**config.mk**
```make
export PLATFORM = sky130hd
export DESIGN_NAME = io_top
export DESIGN_NICKNAME = d
export VERILOG_FILES = /design/src/io_pkg.sv /design/src/io_decoder.sv /design/src/io_regs.sv /design/src/interval_timer.sv /design/src/uart_tx_fifo.sv /design/src/io_top.sv
export SDC_FILE = /design/constraint.sdc
export NUM_CORES = 1
export LEC_CHECK = 0
export BUFFER_PORTS_ARGS = -buffer_cell sky130_fd_sc_hd__buf_2
export CAP_MARGIN = 20
export CORE_MARGIN = 2
export CORE_UTILIZATION = 59
export CTS_BUF_LIST = sky130_fd_sc_hd__clkbuf_8
export CTS_CLUSTER_DIAMETER = 60
export CTS_CLUSTER_SIZE = 28
export DETAILED_ROUTE_END_ITERATION = 10
export GPL_TIMING_DRIVEN = 0
export PLACE_DENSITY_LB_ADDON = 0.1
export SYNTH_ARGS = -nofsm -noshare
export SYNTH_HDL_FRONTEND = slang
export SYNTH_SLANG_ARGS = --single-unit
```
**constraint.sdc**
```tcl
create_clock -name clk -period 6.1 [get_ports clk]
set_clock_uncertainty 0.2 [all_clocks]
set_input_delay 0 -clock clk [delete_from_list [all_inputs] [get_ports clk]]
set_output_delay 0 -clock clk [all_outputs]
set_load 0.03 [all_outputs]
```
**src/io_pkg.sv**
```systemverilog
`default_nettype none

package io_pkg;

  // ==============================
  // Address decode
  // ==============================
  localparam int SEL_LSB = 29;        // Selector sits in address[31:29]

  typedef enum logic [2:0] {
    SEL_PORT  = 3'd0,
    SEL_UART  = 3'd1,
    SEL_TIMER = 3'd3,
    SEL_DAC1  = 3'd5,
    SEL_DAC2  = 3'd6
  } io_sel_t;                         // Codes 2 and 4 unused

  typedef logic [4:0] dac_code_t;

  // ==============================
  // Write data views
  // ==============================
  typedef union packed {
    logic [7:0] value;                // UART byte
    struct packed {
      logic [2:0] spare;
      dac_code_t  dac_code;
    } dac;
  } io_byte_u;

  typedef union packed {
    logic [31:0] raw;                 // Timer load value
    struct packed {
      logic [29:0] spare;
      logic        irq_clear;
      logic        led;
    } port;
    struct packed {
      logic [23:0] spare;
      io_byte_u    data;
    } code;
  } io_wdata_u;

  typedef struct packed {
    logic        req;
    logic        nwr;                 // High for a read
    logic [31:0] address;
    io_wdata_u   wdata;
  } io_req_t;

  typedef struct packed {
    logic [26:0] zero;
    logic        button1;
    logic        button2;
    logic        timer_irq;
    logic        uart_busy;
    logic        uart_full;
  } io_status_t;

endpackage

`default_nettype wire

```
**src/io_decoder.sv**
```systemverilog
`timescale 1ns/1ps
`default_nettype none

module io_decoder (
  input  wire                clk,
  input  wire                rst,
  input  wire io_pkg::io_req_t    bus,
  input  wire io_pkg::io_status_t status,
  input  wire                uart_accept,
  output logic               port_wr,
  output logic               dac1_wr,
  output logic               dac2_wr,
  output logic               timer_wr,
  output logic               uart_wr,
  output logic [31:0]        rdata,
  output logic               io_ready
);
  import io_pkg::*;

  io_sel_t sel;
  logic    pending;
  logic    write;
  logic    accept;

  assign sel = io_sel_t'(bus.address[31:SEL_LSB]);

  // Request still open, the ready cycle itself is not a new access
  assign pending = bus.req & ~io_ready;
  assign write   = pending & ~bus.nwr;

  // ==============================
  // Write strobes
  // ==============================
  always_comb begin
    port_wr  = 1'b0;
    dac1_wr  = 1'b0;
    dac2_wr  = 1'b0;
    timer_wr = 1'b0;
    uart_wr  = 1'b0;
    if (write) begin
      case (sel)
        SEL_PORT:  port_wr  = 1'b1;
        SEL_UART:  uart_wr  = 1'b1;
        SEL_TIMER: timer_wr = 1'b1;
        SEL_DAC1:  dac1_wr  = 1'b1;
        SEL_DAC2:  dac2_wr  = 1'b1;
        default:   ;                  // Unused codes just complete
      endcase
    end
  end

  // Only the UART can hold off a write
  assign accept = uart_wr ? uart_accept : pending;

  // ==============================
  // Read data and ready
  // ==============================
  always_comb begin
    if (bus.nwr && sel == SEL_PORT) begin
      rdata = status;
    end else begin
      rdata = 32'h0;                  // UART data and the rest read zero
    end
  end

  always_ff @(posedge clk) begin
    if (rst) begin
      io_ready <= 1'b0;
    end else begin
      io_ready <= accept;             // One cycle pulse per access
    end
  end

endmodule

`default_nettype wire

```
**src/io_regs.sv**
```systemverilog
`timescale 1ns/1ps
`default_nettype none

module io_regs (
  input  wire                   clk,
  input  wire                   rst,
  input  wire io_pkg::io_wdata_u wdata,
  input  wire                   port_wr,
  input  wire                   dac1_wr,
  input  wire                   dac2_wr,
  output logic                  led,
  output logic                  irq_ack,
  output io_pkg::dac_code_t     dac1_code,
  output io_pkg::dac_code_t     dac2_code
);
  import io_pkg::*;

  dac_code_t new_code;

  assign new_code = wdata.code.data.dac.dac_code;

  // ==============================
  // Output port
  // ==============================
  always_ff @(posedge clk) begin
    if (rst) begin
      led     <= 1'b0;
      irq_ack <= 1'b0;
    end else begin
      irq_ack <= port_wr & wdata.port.irq_clear;   // Pulse, not a level
      if (port_wr) begin
        led <= wdata.port.led;
      end
    end
  end

  // ==============================
  // DAC codes
  // ==============================
  always_ff @(posedge clk) begin
    if (rst) begin
      dac1_code <= '0;
      dac2_code <= '0;
    end else begin
      if (dac1_wr) begin
        dac1_code <= new_code;
      end
      if (dac2_wr) begin
        dac2_code <= new_code;
      end
    end
  end

endmodule

`default_nettype wire

```
**src/interval_timer.sv**
```systemverilog
`timescale 1ns/1ps
`default_nettype none

module interval_timer #(
  parameter int TIMER_PRESCALE = 32,
  parameter int TIMER_BITS     = 16
) (
  input  wire        clk,
  input  wire        rst,
  input  wire [31:0] value,
  input  wire        load,
  input  wire        irq_ack,
  output logic       irq
);
  localparam int PRE_BITS = (TIMER_PRESCALE > 1) ? $clog2(TIMER_PRESCALE) : 1;

  logic [PRE_BITS-1:0]   pre;
  logic [TIMER_BITS-1:0] count;
  logic                  tick;
  logic                  expire;

  assign tick   = (pre == PRE_BITS'(TIMER_PRESCALE - 1));
  assign expire = ~load & tick & (count == TIMER_BITS'(1));

  // ==============================
  // Prescaler and countdown
  // ==============================
  always_ff @(posedge clk) begin
    if (rst) begin
      pre   <= '0;
      count <= '0;
    end else if (load) begin
      pre   <= '0;                          // Restart the period too
      count <= value[TIMER_BITS-1:0];       // Zero leaves the timer stopped
    end else if (count != '0) begin
      if (tick) begin
        pre   <= '0;
        count <= count - 1'b1;
      end else begin
        pre <= pre + 1'b1;
      end
    end
  end

  // Held until acknowledged, a fresh expiry wins over the ack
  always_ff @(posedge clk) begin
    if (rst) begin
      irq <= 1'b0;
    end else begin
      irq <= expire | (irq & ~irq_ack);
    end
  end

endmodule

`default_nettype wire

```
**src/uart_tx_fifo.sv**
```systemverilog
`timescale 1ns/1ps
`default_nettype none

module uart_tx_fifo #(
  parameter int UART_CLOCK_DIV = 234,
  parameter int FIFO_BITS      = 4
) (
  input  wire       clk,
  input  wire       rst,
  input  wire [7:0] data,
  input  wire       wr,
  output logic      accept,
  output logic      full,
  output logic      busy,
  output logic      tx
);
  localparam int DEPTH    = 1 << FIFO_BITS;
  localparam int DIV_BITS = (UART_CLOCK_DIV > 1) ? $clog2(UART_CLOCK_DIV) : 1;

  logic [7:0]         mem [DEPTH];
  logic [FIFO_BITS:0] wr_ptr;
  logic [FIFO_BITS:0] rd_ptr;
  logic               empty;
  logic               pop;

  logic [9:0]          shift;
  logic [3:0]          bit_cnt;
  logic [DIV_BITS-1:0] div;
  logic                sending;

  // ==============================
  // Write FIFO
  // ==============================
  assign empty  = (wr_ptr == rd_ptr);
  assign full   = (wr_ptr[FIFO_BITS] != rd_ptr[FIFO_BITS]) &&
                  (wr_ptr[FIFO_BITS-1:0] == rd_ptr[FIFO_BITS-1:0]);
  assign accept = wr & ~full;
  assign pop    = ~sending & ~empty;     // Next byte once the line is idle

  always_ff @(posedge clk) begin
    if (accept) begin
      mem[wr_ptr[FIFO_BITS-1:0]] <= data;
    end
  end

  always_ff @(posedge clk) begin
    if (rst) begin
      wr_ptr <= '0;
      rd_ptr <= '0;
    end else begin
      if (accept) begin
        wr_ptr <= wr_ptr + 1'b1;
      end
      if (pop) begin
        rd_ptr <= rd_ptr + 1'b1;
      end
    end
  end

  // ==============================
  // Serializer
  // ==============================
  always_ff @(posedge clk) begin
    if (pop) begin
      shift <= {1'b1, mem[rd_ptr[FIFO_BITS-1:0]], 1'b0};   // Stop, data, start
    end else if (sending && div == DIV_BITS'(UART_CLOCK_DIV - 1)) begin
      shift <= {1'b1, shift[9:1]};       // LSB first
    end
  end

  always_ff @(posedge clk) begin
    if (rst) begin
      sending <= 1'b0;
      bit_cnt <= '0;
      div     <= '0;
    end else if (pop) begin
      sending <= 1'b1;
      bit_cnt <= '0;
      div     <= '0;
    end else if (sending) begin
      if (div == DIV_BITS'(UART_CLOCK_DIV - 1)) begin
        div <= '0;
        if (bit_cnt == 4'd9) begin
          sending <= 1'b0;               // Stop bit done
        end else begin
          bit_cnt <= bit_cnt + 1'b1;
        end
      end else begin
        div <= div + 1'b1;
      end
    end
  end

  assign tx   = ~sending | shift[0];     // Line idles high
  assign busy = sending | ~empty;

endmodule

`default_nettype wire

```
**src/io_top.sv**
```systemverilog
`timescale 1ns/1ps
`default_nettype none

module io_top #(
  parameter int UART_CLOCK_DIV = 234,
  parameter int FIFO_BITS      = 4,
  parameter int TIMER_PRESCALE = 32,
  parameter int TIMER_BITS     = 16
) (
  input  wire                  clk,
  input  wire                  rst,
  input  wire io_pkg::io_req_t bus,
  output logic [31:0]          rdata,
  output logic                 io_ready,
  input  wire                  button1,
  input  wire                  button2,
  output logic                 led,
  output io_pkg::dac_code_t    dac1_code,
  output io_pkg::dac_code_t    dac2_code,
  output logic                 timer_irq,
  output logic                 tx
);
  import io_pkg::*;

  io_status_t status;
  logic       port_wr;
  logic       dac1_wr;
  logic       dac2_wr;
  logic       timer_wr;
  logic       uart_wr;
  logic       uart_accept;
  logic       uart_full;
  logic       uart_busy;
  logic       irq_ack;

  assign status = '{zero: '0, button1: button1, button2: button2,
                    timer_irq: timer_irq, uart_busy: uart_busy, uart_full: uart_full};

  io_decoder u_decoder (
    .clk(clk), .rst(rst), .bus(bus), .status(status), .uart_accept(uart_accept),
    .port_wr(port_wr), .dac1_wr(dac1_wr), .dac2_wr(dac2_wr), .timer_wr(timer_wr),
    .uart_wr(uart_wr), .rdata(rdata), .io_ready(io_ready)
  );

  io_regs u_regs (
    .clk(clk), .rst(rst), .wdata(bus.wdata),
    .port_wr(port_wr), .dac1_wr(dac1_wr), .dac2_wr(dac2_wr),
    .led(led), .irq_ack(irq_ack), .dac1_code(dac1_code), .dac2_code(dac2_code)
  );

  interval_timer #(
    .TIMER_PRESCALE(TIMER_PRESCALE),
    .TIMER_BITS(TIMER_BITS)
  ) u_timer (
    .clk(clk), .rst(rst), .value(bus.wdata.raw), .load(timer_wr),
    .irq_ack(irq_ack), .irq(timer_irq)
  );

  uart_tx_fifo #(
    .UART_CLOCK_DIV(UART_CLOCK_DIV),
    .FIFO_BITS(FIFO_BITS)
  ) u_uart (
    .clk(clk), .rst(rst), .data(bus.wdata.code.data.value), .wr(uart_wr),
    .accept(uart_accept), .full(uart_full), .busy(uart_busy), .tx(tx)
  );

endmodule

`default_nettype wire

```
==> impl_metrics.json, run 1 <==
{
  "pre_cts_ws_ps": 3020,
  "worst_setup_path_end_kind": "register",
  "crit_start": "u_timer.pre[0]",
  "grt_pass1_vias": 5402,
  "ys.flop_type": "edfxtp_1",
  "cp-start-kind": "register",
  "setup_viol": 0,
  "finalNetCount": 827,
  "syn_area_um2": 8610,
  "ant_nets": 0,
  "hold_viol": 0,
  "async_flop_share_pct": 0,
  "grt_pass1_wl_mm": 28.6,
  "whs_endpoint": "rdata[3]",
  "post_cts_resized": 0,
  "wl_per_cell_um": 19.3,
  "synthToLayoutAreaGrowth_pct": 14.4,
  "r2r-start": "u_timer.pre[0]",
  "synth_largest_area_cell": "edfxtp_1",
  "ios": 116,
  "route.detailed.drc": 0,
  "r2r_setup_slack_ps": 2980,
  "outcome": "finished, final reports clean",
  "drv_slew": 0,
  "antenna_cells": 0,
  "hold_path_class": "input port to output port",
  "antenna_found_initial": 0,
  "crit_fanout": 7,
  "worstMarginPinSlew_ps": 1000,
  "ir_worst_vdd_v": 0.000138,
  "clkSlewWorstSetupHoldPaths_ps": 90,
  "via_per_inst": 5.75,
  "yosys-top-cells-area": "edfxtp_1 (47%), dfxtp_1 (15%), mux4_2 (8.4%)",
  "cts_tree": "done",
  "maxCapViolCount": 0,
  "placement.io_buffers": 43,
  "synth_enable_flop_cells": 136,
  "slew_headroom_pct": 32.2,
  "num_vias": 5405,
  "start_util_pct": 59.9,
  "place_area_um2": 9160,
  "layout_setup_ws_ps": 2980,
  "cp.required_ps": 6270,
  "hpwl_mm": 11.9,
  "utilization_pct": 68.5,
  "overflow": 0,
  "die_w_um": 125,
  "holdCritStartpoint": "button2",
  "setup_tns_ps": 0,
  "synth.most_common_cell": "edfxtp_1",
  "clockBufferDepth": 2,
  "rows": 44,
  "rsz0062_at_grt": "no",
  "fmax_mhz": 320,
  "htreeDepth": 4,
  "period_needed_ps": 3120,
  "synth_cell_types": 54,
  "place.gp.congestion": 0.858,
  "grt_max_degree": 21,
  "dr.pass1.iters": 7,
  "cts_sinks": 199,
  "crit_arrival_ps": 3300,
  "fp.coreArea_um2": 14400,
  "first_iter_violations": 435,
  "holdWs_ps": 152,
  "ys_seq_elements": 199,
  "finalWirelength_mm": 18.1,
  "avgSynthCellArea_um2": 13.8,
  "final_layout_size_suffix_gt1_share_pct": 20.4,
  "die_area_um2": 15600,
  "die_y_um": 125,
  "timing.rr.end": "u_timer.count[15]",
  "ys.warnings.count": 0,
  "crit_type": "register to register",
  "synth_commonest_cells": "edfxtp_1 (136), nor2_1 (67), dfxtp_1 (63), mux4_2 (32), buf_4 (27)",
  "cts-root-buf": "clkbuf_8",
  "r2r.worst_path.cells": 8,
  "yosysSeqAreaShare_pct": 62.1,
  "whs_path_depth": 3,
  "power_density_nw_per_um2": 265,
  "syn-instance-count": 626,
  "grt_use_total_pct": 23.9,
  "final_area_um2": 9850,
  "synth_top_area_share_pct": 47.4,
  "timing.final.crit_share_pct": 51.2,
  "cts_buffers": 17,
  "clk_latency_ps": 470,
  "leakage_nw": 3.53
}
==> layout make-up <==
type,instances,area [um^2]
fill,1035,4520
timing repair buffer,73,510
sequential,199,5350
tap,184,230
clock inverter,13,154
buffer,56,327
multi-input combinational,386,2990
inverter,11,41.3
clock buffer,18,248
==> sequential cells by signal, indices dropped and copies added, names as in the netlist, named ones only <==
register            count
u_uart.mem            128
u_uart.div              8
u_uart.bit_cnt          4
u_uart.rd_ptr           5
u_uart.wr_ptr           5
u_timer.irq             1
u_regs.dac2_code        5
u_regs.led              1
u_timer.pre             5
u_timer.count          16
u_regs.irq_ack          1
u_uart.sending          1
u_uart.shift            9
u_decoder.io_ready      1
u_regs.dac1_code        5
==> how the worst max path moves through the flow <==
stage / to / slack (ps) / cells after the start
4_1_cts: u_uart.shift[6] / 3000 / 6
3_5_place_dp: u_uart.shift[6] / 3020 / 6
5_1_grt: u_timer.count[15] / 2830 / 8
3_3_place_gp: u_uart.mem[3][7] / 2840 / 7
2_1_floorplan: u_uart.mem[3][0] / 3500 / 7
6_report: u_timer.count[15] / 2980 / 8
==> through the flow <==
step	power (W)	cells
2_1_floorplan	0.00169	652
3_3_place_gp	0.00176	879
3_5_place_dp	0.00177	880
4_1_cts	0.00262	940
5_1_grt	0.00271	940
6_report	0.00261	940
==> timing repair <==
item	in CTS	in global routing
setup buffers	0	0
endpoints found under the hold margin	172	0
hold buffers	29	0
==> critical path: stages (launching register included) <==
cell and delay (ps):
dfxtp_1 430, ha_1 200, and3_1 170, ha_1 170
or3b_2 500, nor3_1 710, nand4_1 200, xor2_1 200
a211oi_1 260
==> cells by family (layout without fill, tap and decap cells) <==
group	after synthesis	in the layout	share of synthesized area (%)
flip-flops	199	199	62.1
AND/OR/NAND/NOR	185	185	11.5
AO/OA/AOI/OAI	78	78	6.25
buffers and inverters	67	171	4.27
multiplexers	57	57	11.3
XOR/XNOR	26	26	2.65
adder cells (fa/ha/maj)	13	13	1.89
other	1	27	0.0436
==> power by group <==
part / internal, W / total, W / switching, W
Clock: 0.000412 / 0.000862 / 0.000449
Sequential: 0.00147 / 0.00150 / 0.0000253
Combinational: 0.0000922 / 0.000255 / 0.000162
Total: 0.00198 / 0.00261 / 0.000637
==> cell usage in the layout (no fill, tap or decap), drive strengths merged, types with 3 or more instances in the layout <==
master	synthesis	routed
a211oi	22	22
a21oi	24	24
a22o	7	7
a311oi	3	3
a31oi	3	3
and2	4	4
and3	18	18
and4	3	3
buf	38	82
bufinv	0	3
clkbuf	18	36
clkinv	0	4
conb	1	27
dfxtp	63	63
dlygate4sd3	0	29
edfxtp	136	136
ha	13	13
inv	11	15
mux2	3	3
mux2i	22	22
mux4	32	32
nand2	18	18
nand2b	3	3
nand3	8	8
nand3b	4	4
nand4	10	10
nor2	68	68
nor2b	14	14
nor3	10	10
nor3b	4	4
nor4	4	4
o21ai	9	9
or3	4	4
or4	4	4
xnor2	10	10
xor2	16	16
==> layer usage <==
layer | track usage, % | up-vias | wire length [um]
met4 | 8.39 | 0 | 355
met5 | 0 | - | 0
met3 | 4.85 | 28 | 801
met1 | 32.5 | 2674 | 7860
li1 | - | 2546 | -
met2 | 38.8 | 157 | 9090
Power figures use the tool's default switching activity.
==> run 2, diff against run 1 <==
--- a/config.mk
+++ b/config.mk
@@ -5,10 +5,11 @@
 export SDC_FILE = /design/constraint.sdc
 export NUM_CORES = 1
 export LEC_CHECK = 0
+export ABC_AREA = 1
 export BUFFER_PORTS_ARGS = -buffer_cell sky130_fd_sc_hd__buf_2
 export CAP_MARGIN = 20
 export CORE_MARGIN = 2
-export CORE_UTILIZATION = 59
+export CORE_UTILIZATION = 54
 export CTS_BUF_LIST = sky130_fd_sc_hd__clkbuf_8
 export CTS_CLUSTER_DIAMETER = 60
 export CTS_CLUSTER_SIZE = 28
==> constraint.sdc (replaced) <==
create_clock -name clk -period 2.8 [get_ports clk]
set_clock_uncertainty 0.2 [all_clocks]
set_input_delay 0 -clock clk [delete_from_list [all_inputs] [get_ports clk]]
set_output_delay 0 -clock clk [all_outputs]
set_load 0.03 [all_outputs]
==> run 2 against run 1 <==
  * Clock power up 100%
  * First-iteration DRC count up 44%
  * Non-clock buffer count up 12
  * Cell count up 45%
  * Critical path type unchanged
  * Largest cell class unchanged
  * Largest power group unchanged
==> impl_metrics.json, run 2 <==
{
  "outcome": "finished, final reports clean",
  "hpwl_mm": 14.4,
  "final_area_um2": 10500,
  "start_util_pct": 55.4,
  "worst_setup_path_end_kind": "register",
  "ys_seq_elements": 199,
  "yosysSeqAreaShare_pct": 58.0,
  "htreeDepth": 4,
  "synthToLayoutAreaGrowth_pct": 14.3,
  "synth_top_area_share_pct": 44.3,
  "maxCapViolCount": 0,
  "overflow": 0,
  "ios": 116,
  "num_vias": 6830,
  "wl_per_cell_um": 15.7,
  "p_sw_share_pct": 33.3,
  "crit_arrival_ps": 2500,
  "ys.warnings.count": 0,
  "combPwrFrac_pct": 24.6,
  "final_layout_size_suffix_gt1_share_pct": 13.8,
  "crit_type": "register to register",
  "crit_fanout": 8,
  "ys.flop_type": "edfxtp_1",
  "slew_headroom_pct": 35.2,
  "die_area_um2": 18100,
  "p_sw_w": 0.00223,
  "first_iter_violations": 627,
  "cts-root-buf": "clkbuf_8",
  "die_y_um": 135,
  "pre_cts_ws_ps": 179,
  "setup_tns_ps": 0,
  "power_density_nw_per_um2": 635,
  "fp.coreArea_um2": 16600,
  "antenna_cells": 0,
  "syn_area_um2": 9220,
  "syn-instance-count": 1004,
  "avgSynthCellArea_um2": 9.18,
  "synth_enable_flop_cells": 136,
  "final.fill_count": 1430,
  "via_per_inst": 5.02,
  "grt_pass1_vias": 6365,
  "yosys-top-cells-area": "edfxtp_1 (44%), dfxtp_1 (14%), nand2_1 (9.9%)",
  "grt_use_total_pct": 24.5,
  "rows": 47,
  "route.detailed.drc": 0,
  "cp-start-kind": "register",
  "cts_buffers": 17,
  "hold_viol": 0,
  "grt_pass1_wl_mm": 33.6,
  "internal-power_w": 0.00447,
  "cts_tree": "done",
  "clkSlewWorstSetupHoldPaths_ps": 90,
  "synth_largest_area_cell": "edfxtp_1",
  "setup_viol": 0,
  "hold_path_class": "input port to output port",
  "largest_reg_flops": 128,
  "cp.required_ps": 2700,
  "rsz0062_at_grt": "no",
  "seqPwrFrac_pct": 49.6,
  "fmax_mhz": 384,
  "timing.final.crit_share_pct": 92.9,
  "layout_setup_ws_ps": 199,
  "final_cell_mix": "nand2_1 (244), nor2_1 (137), edfxtp_1 (136), nand3_1 (87), inv_1 (72)",
  "period_needed_ps": 2600,
  "place.gp.congestion": 0.885,
  "synth_cell_types": 39,
  "mostFrequentLayoutCell": "nand2_1",
  "ant_nets": 0,
  "worstMarginPinSlew_ps": 969,
  "clockPowerShare_pct": 25.8,
  "antenna_found_initial": 0,
  "drv_slew": 0,
  "synth_commonest_cells": "nand2_1 (244), nor2_1 (138), edfxtp_1 (136), nand3_1 (87), inv_1 (72)",
  "holdWs_ps": 129,
  "clockBufferDepth": 2,
  "grt_max_degree": 20,
  "finalNetCount": 1211,
  "leakage_nw": 4.32,
  "async_flop_share_pct": 0,
  "cts_sinks": 199,
  "ir_worst_vdd_v": 0.000350,
  "synth.most_common_cell": "nand2_1",
  "die_w_um": 135,
  "clk_latency_ps": 480,
  "finalWirelength_mm": 21.3,
  "placement.io_buffers": 42,
  "dr.pass1.iters": 5,
  "place_area_um2": 9800
}
-- run 2: cell types whose count changed in the layout (fill, tap and decap cells not counted), moves of 32 or more --
cell	change
nor2_1	+70
inv_1	+60
nand3_1	+79
nand2_1	+226
mux4_2	-32
o21ai_0	+51
-- run 2: routing by layer --
layer	vias up	share of wire, %	GRT usage (%)
met5	-	0	0
met4	0	2.8	9.42
met3	37	5.5	3.83
met2	196	47	39.1
met1	3087	45	34.1
li1	3510	-	-
-- run 2: worst paths after layout --
path                                         start          endpoint  slack [ps]  cells past startpoint
worst max-delay path            u_decoder.io_ready  u_uart.mem[1][5]         200                      7
worst min-delay path                       button2          rdata[3]         130                      4
worst max register to register  u_decoder.io_ready  u_uart.mem[1][5]         200                      7
worst min register to register      u_timer.pre[4]    u_timer.pre[4]         280                      2
-- run 2: stage by stage --
stage | instances | power (W) | utilization [%]
floorplan | 1030 | 0.00450 | -
global placement | 1292 | 0.00500 | 58.9
detailed placement | 1292 | 0.00501 | 58.9
CTS | 1362 | 0.00672 | 63.4
global route | 1361 | 0.00703 | 63.3
finish | 1361 | 0.00670 | 63.3
-- run 2: timing repair --
item,in CTS,in global routing
gates resized for setup,0,1
hold buffers,38,0
buffers inserted,0,0
hold endpoints to repair,166,0
setup endpoints to repair,0,9
-- run 2: critical path, stage by stage (launching register included) --
cell,delay (ps)
dfxtp_1,320
inv_1,60
nand3_1,150
nor2_2,350
nand2_2,140
inv_2,160
nand2_2,100
nor2_1,740
-- run 2: area by class of cell --
type / count / area [um^2] / area share (%)
multi-input cells: 690 / 3300 / 31.4
flip-flops and latches: 199 / 5350 / 50.7
plain buffers: 62 / 372 / 3.53
clock inverters: 15 / 130 / 1.23
clock buffers: 17 / 234 / 2.22
repair buffers: 79 / 581 / 5.51
inverters: 79 / 298 / 2.83
well taps: 220 / 275 / 2.61
-- run 2: power groups by stage --
stage	logic (W)	clock network (W)	registers (W)
CTS	0.00165	0.00174	0.00332
detailed placement	0.00162	0	0.00339
global placement	0.00161	0	0.00339
floorplan	0.00113	0	0.00338
finish	0.00165	0.00172	0.00332
global route	0.00184	0.00185	0.00334
-- run 2: cell families (layout without fill, tap and decap cells) --
| logic type | count (synthesis) | in the layout | synth area share (%) |
|---|---|---|---|
| buf+inv | 141 | 252 | 7.26 |
| other cells | 1 | 27 | 0.0407 |
| xor+xnor | 20 | 20 | 1.90 |
| fa+ha+maj | 13 | 13 | 1.76 |
| simple gates | 519 | 519 | 24.6 |
| flops | 199 | 199 | 58.0 |
| compound gates | 111 | 111 | 6.46 |
==> run 3, diff against run 2 <==
--- a/config.mk
+++ b/config.mk
@@ -9,13 +9,15 @@
 export BUFFER_PORTS_ARGS = -buffer_cell sky130_fd_sc_hd__buf_2
 export CAP_MARGIN = 20
 export CORE_MARGIN = 2
-export CORE_UTILIZATION = 54
+export CORE_UTILIZATION = 55
 export CTS_BUF_LIST = sky130_fd_sc_hd__clkbuf_8
 export CTS_CLUSTER_DIAMETER = 60
 export CTS_CLUSTER_SIZE = 28
 export DETAILED_ROUTE_END_ITERATION = 10
 export GPL_TIMING_DRIVEN = 0
 export PLACE_DENSITY_LB_ADDON = 0.1
+export SLEW_MARGIN = 20
 export SYNTH_ARGS = -nofsm -noshare
 export SYNTH_HDL_FRONTEND = slang
+export SYNTH_HIERARCHICAL = 1
 export SYNTH_SLANG_ARGS = --single-unit
==> run 3 against run 2 <==
  * The flow now finishes with violations (negative hold slack)
  * Wire length grew 7.3%
  * Global-route usage shrank 0.38 points
  * Sequential share of layout area shrank 3.0 points
  * Via count grew 14%
  * Register-to-register slack gained 30 ps
  * Largest cell class unchanged
==> impl_metrics.json, run 3 <==
{
  "ys_seq_elements": 199,
  "r2r_setup_slack_ps": 230,
  "power_density_nw_per_um2": 651,
  "largest_reg_flops": 128,
  "grt_use_total_pct": 24.1,
  "synth_commonest_cells": "nand2_1 (340), inv_1 (208), nand3_1 (150), edfxtp_1 (136), nor2_1 (106)",
  "die_area_um2": 19100,
  "synth_cell_types": 34,
  "htreeDepth": 4,
  "clk_latency_ps": 470,
  "rsz0062_at_grt": "no",
  "crit_fanout": 8,
  "mostFrequentLayoutCell": "nand2_1",
  "placement.io_buffers": 43,
  "yosysSeqAreaShare_pct": 54.0,
  "dr.pass1.iters": 5,
  "hpwl_mm": 15.8,
  "crit_arrival_ps": 2460,
  "cp-start-kind": "register",
  "period_needed_ps": 2570,
  "grt_max_degree": 20,
  "rows": 49,
  "r2r.worst_path.cells": 7,
  "p_sw_share_pct": 35.5,
  "clockBufferDepth": 2,
  "final_area_um2": 11200,
  "hold_viol": 3,
  "timing.final.crit_share_pct": 91.9,
  "clockPowerShare_pct": 25.1,
  "violations": "negative hold slack",
  "place_area_um2": 10500,
  "ios": 116,
  "grt_pass1_vias": 7003,
  "cts-root-buf": "clkbuf_8",
  "avgSynthCellArea_um2": 8.24,
  "finalNetCount": 1404,
  "cts_buffers": 17,
  "crit_type": "register to register",
  "cp.required_ps": 2690,
  "setup_viol": 0,
  "synth_largest_area_cell": "edfxtp_1",
  "clkSlewWorstSetupHoldPaths_ps": 90,
  "setup_tns_ps": 0,
  "post_cts_buffers": 0,
  "via_per_inst": 5.00,
  "ys.flop_type": "edfxtp_1",
  "final.fill_count": 1592,
  "synthToLayoutAreaGrowth_pct": 13.2,
  "fmax_mhz": 389,
  "final_layout_size_suffix_gt1_share_pct": 12.4,
  "seqPwrFrac_pct": 45.9,
  "antenna_found_initial": 0,
  "wl_per_cell_um": 14.6,
  "route.detailed.drc": 0,
  "syn_area_um2": 9910,
  "worst_setup_path_end_kind": "register",
  "slew_headroom_pct": 45.1,
  "ys.warnings.count": 6,
  "synth_enable_flop_cells": 136,
  "holdWs_ps": -14.5,
  "cts_tree": "done",
  "drv_slew": 0,
  "synth_top_area_share_pct": 41.2,
  "antenna_cells": 0,
  "start_util_pct": 55.5,
  "outcome": "finished, violations left",
  "hold_path_class": "input port to register",
  "first_iter_violations": 561,
  "finalWirelength_mm": 22.9,
  "combPwrFrac_pct": 29.0,
  "fp.coreArea_um2": 17800,
  "ant_nets": 0,
  "final_cell_mix": "nand2_1 (340), inv_1 (209), nand3_1 (150), edfxtp_1 (136), nor2_1 (103)",
  "yosys-top-cells-area": "edfxtp_1 (41%), nand2_1 (13%), dfxtp_1 (13%)",
  "syn-instance-count": 1202,
  "whs_path_depth": 6,
  "internal-power_w": 0.00470,
  "async_flop_share_pct": 0,
  "power_w": 0.00730,
  "worstMarginPinSlew_ps": 821,
  "grt_pass1_wl_mm": 36.0,
  "overflow": 0,
  "die_y_um": 138,
  "ir_worst_vdd_v": 0.000338,
  "leakage_nw": 5.04,
  "num_vias": 7814,
  "cts_sinks": 199,
  "maxCapViolCount": 0,
  "synth.most_common_cell": "nand2_1",
  "place.gp.congestion": 0.982,
  "die_w_um": 138,
  "p_sw_w": 0.00259
}
-- run 3: cell types whose count changed in the layout (fill, tap and decap cells not counted), sizes merged, moves of 8 or more --
cell,previous run,this run
buf,91,69
inv,80,225
nand2,258,351
nand3,91,154
nor2,149,141
o211ai,14,1
o21ai,60,15
-- run 3: power by group through the flow --
stage	logic, W	clock network, W	registers (W)
after CTS	0.00210	0.00186	0.00335
after global placement	0.00204	0	0.00341
after global routing	0.00232	0.00198	0.00337
after floorplan	0.00137	0	0.00340
after detailed placement	0.00206	0	0.00342
final	0.00212	0.00183	0.00335
-- run 3: logic make-up after synthesis --
group,after synthesis,synth area share [%]
fa+ha+maj,13,1.64
compound gates,51,2.77
buf+inv,259,10.6
xor+xnor,12,1.06
mux,1,0.101
other cells,1,0.0379
simple gates,666,29.8
flops,199,54.0
-- run 3: worst max-delay path, cell delays in order (launching register included) --
cell and delay, ps:
dfxtp_1 320, inv_1 70, nand3_1 170, nor2_2 350, nand2_2 150, inv_2 170
nand2_2 120, nor2_1 650
-- run 3: final timing paths --
| kind | start | end |
|---|---|---|
| worst min register to register | u_uart/bit_cnt[3] | u_uart/bit_cnt[3] |
| worst min-delay path | bus[64] | u_uart/wr_ptr[4] |
| worst max register to register | u_decoder/io_ready | u_uart/mem[9][7] |
| worst max-delay path | u_decoder/io_ready | u_uart/mem[9][7] |
-- run 3: routing by layer --
metal	part of all wire [%]	vias to the layer above	track usage, %
met2	47	222	39.2
met3	5.4	37	3.67
met1	45	3590	33.3
met4	2.4	0	8.59
li1	-	3965	-
met5	0	-	0
-- run 3: stage by stage --
| step | setup slack, ps | hold slack, ps | util, % | std cells |
|---|---|---|---|---|
| 2_1_floorplan | 556 | -128 | - | 1228 |
| 3_3_place_gp | 51.4 | 65.2 | 58.9 | 1500 |
| 3_5_place_dp | 40.4 | 81.7 | 58.9 | 1500 |
| 4_1_cts | 0.637 | 18.2 | 62.9 | 1563 |
| 5_1_grt | 8.00 | 45.3 | 62.8 | 1562 |
| 6_report | 227 | -14.5 | 62.8 | 1562 |
-- run 3: area by class of cell --
cell class | instances | area [um^2] | share of cell area (%)
clock buffer | 18 | 248 | 2.21
timing repair buffer | 74 | 526 | 4.69
sequential | 199 | 5350 | 47.7
buffer | 40 | 231 | 2.06
clock inverter | 13 | 140 | 1.25
tap | 229 | 287 | 2.56
inverter | 219 | 822 | 7.33
multi-input combinational | 770 | 3610 | 32.2
-- run 3: what timing repair did --
item,in CTS,in global routing
resized for setup,0,3
endpoints found under the setup margin,0,121
endpoints found under the hold margin,173,0
hold buffers,32,0
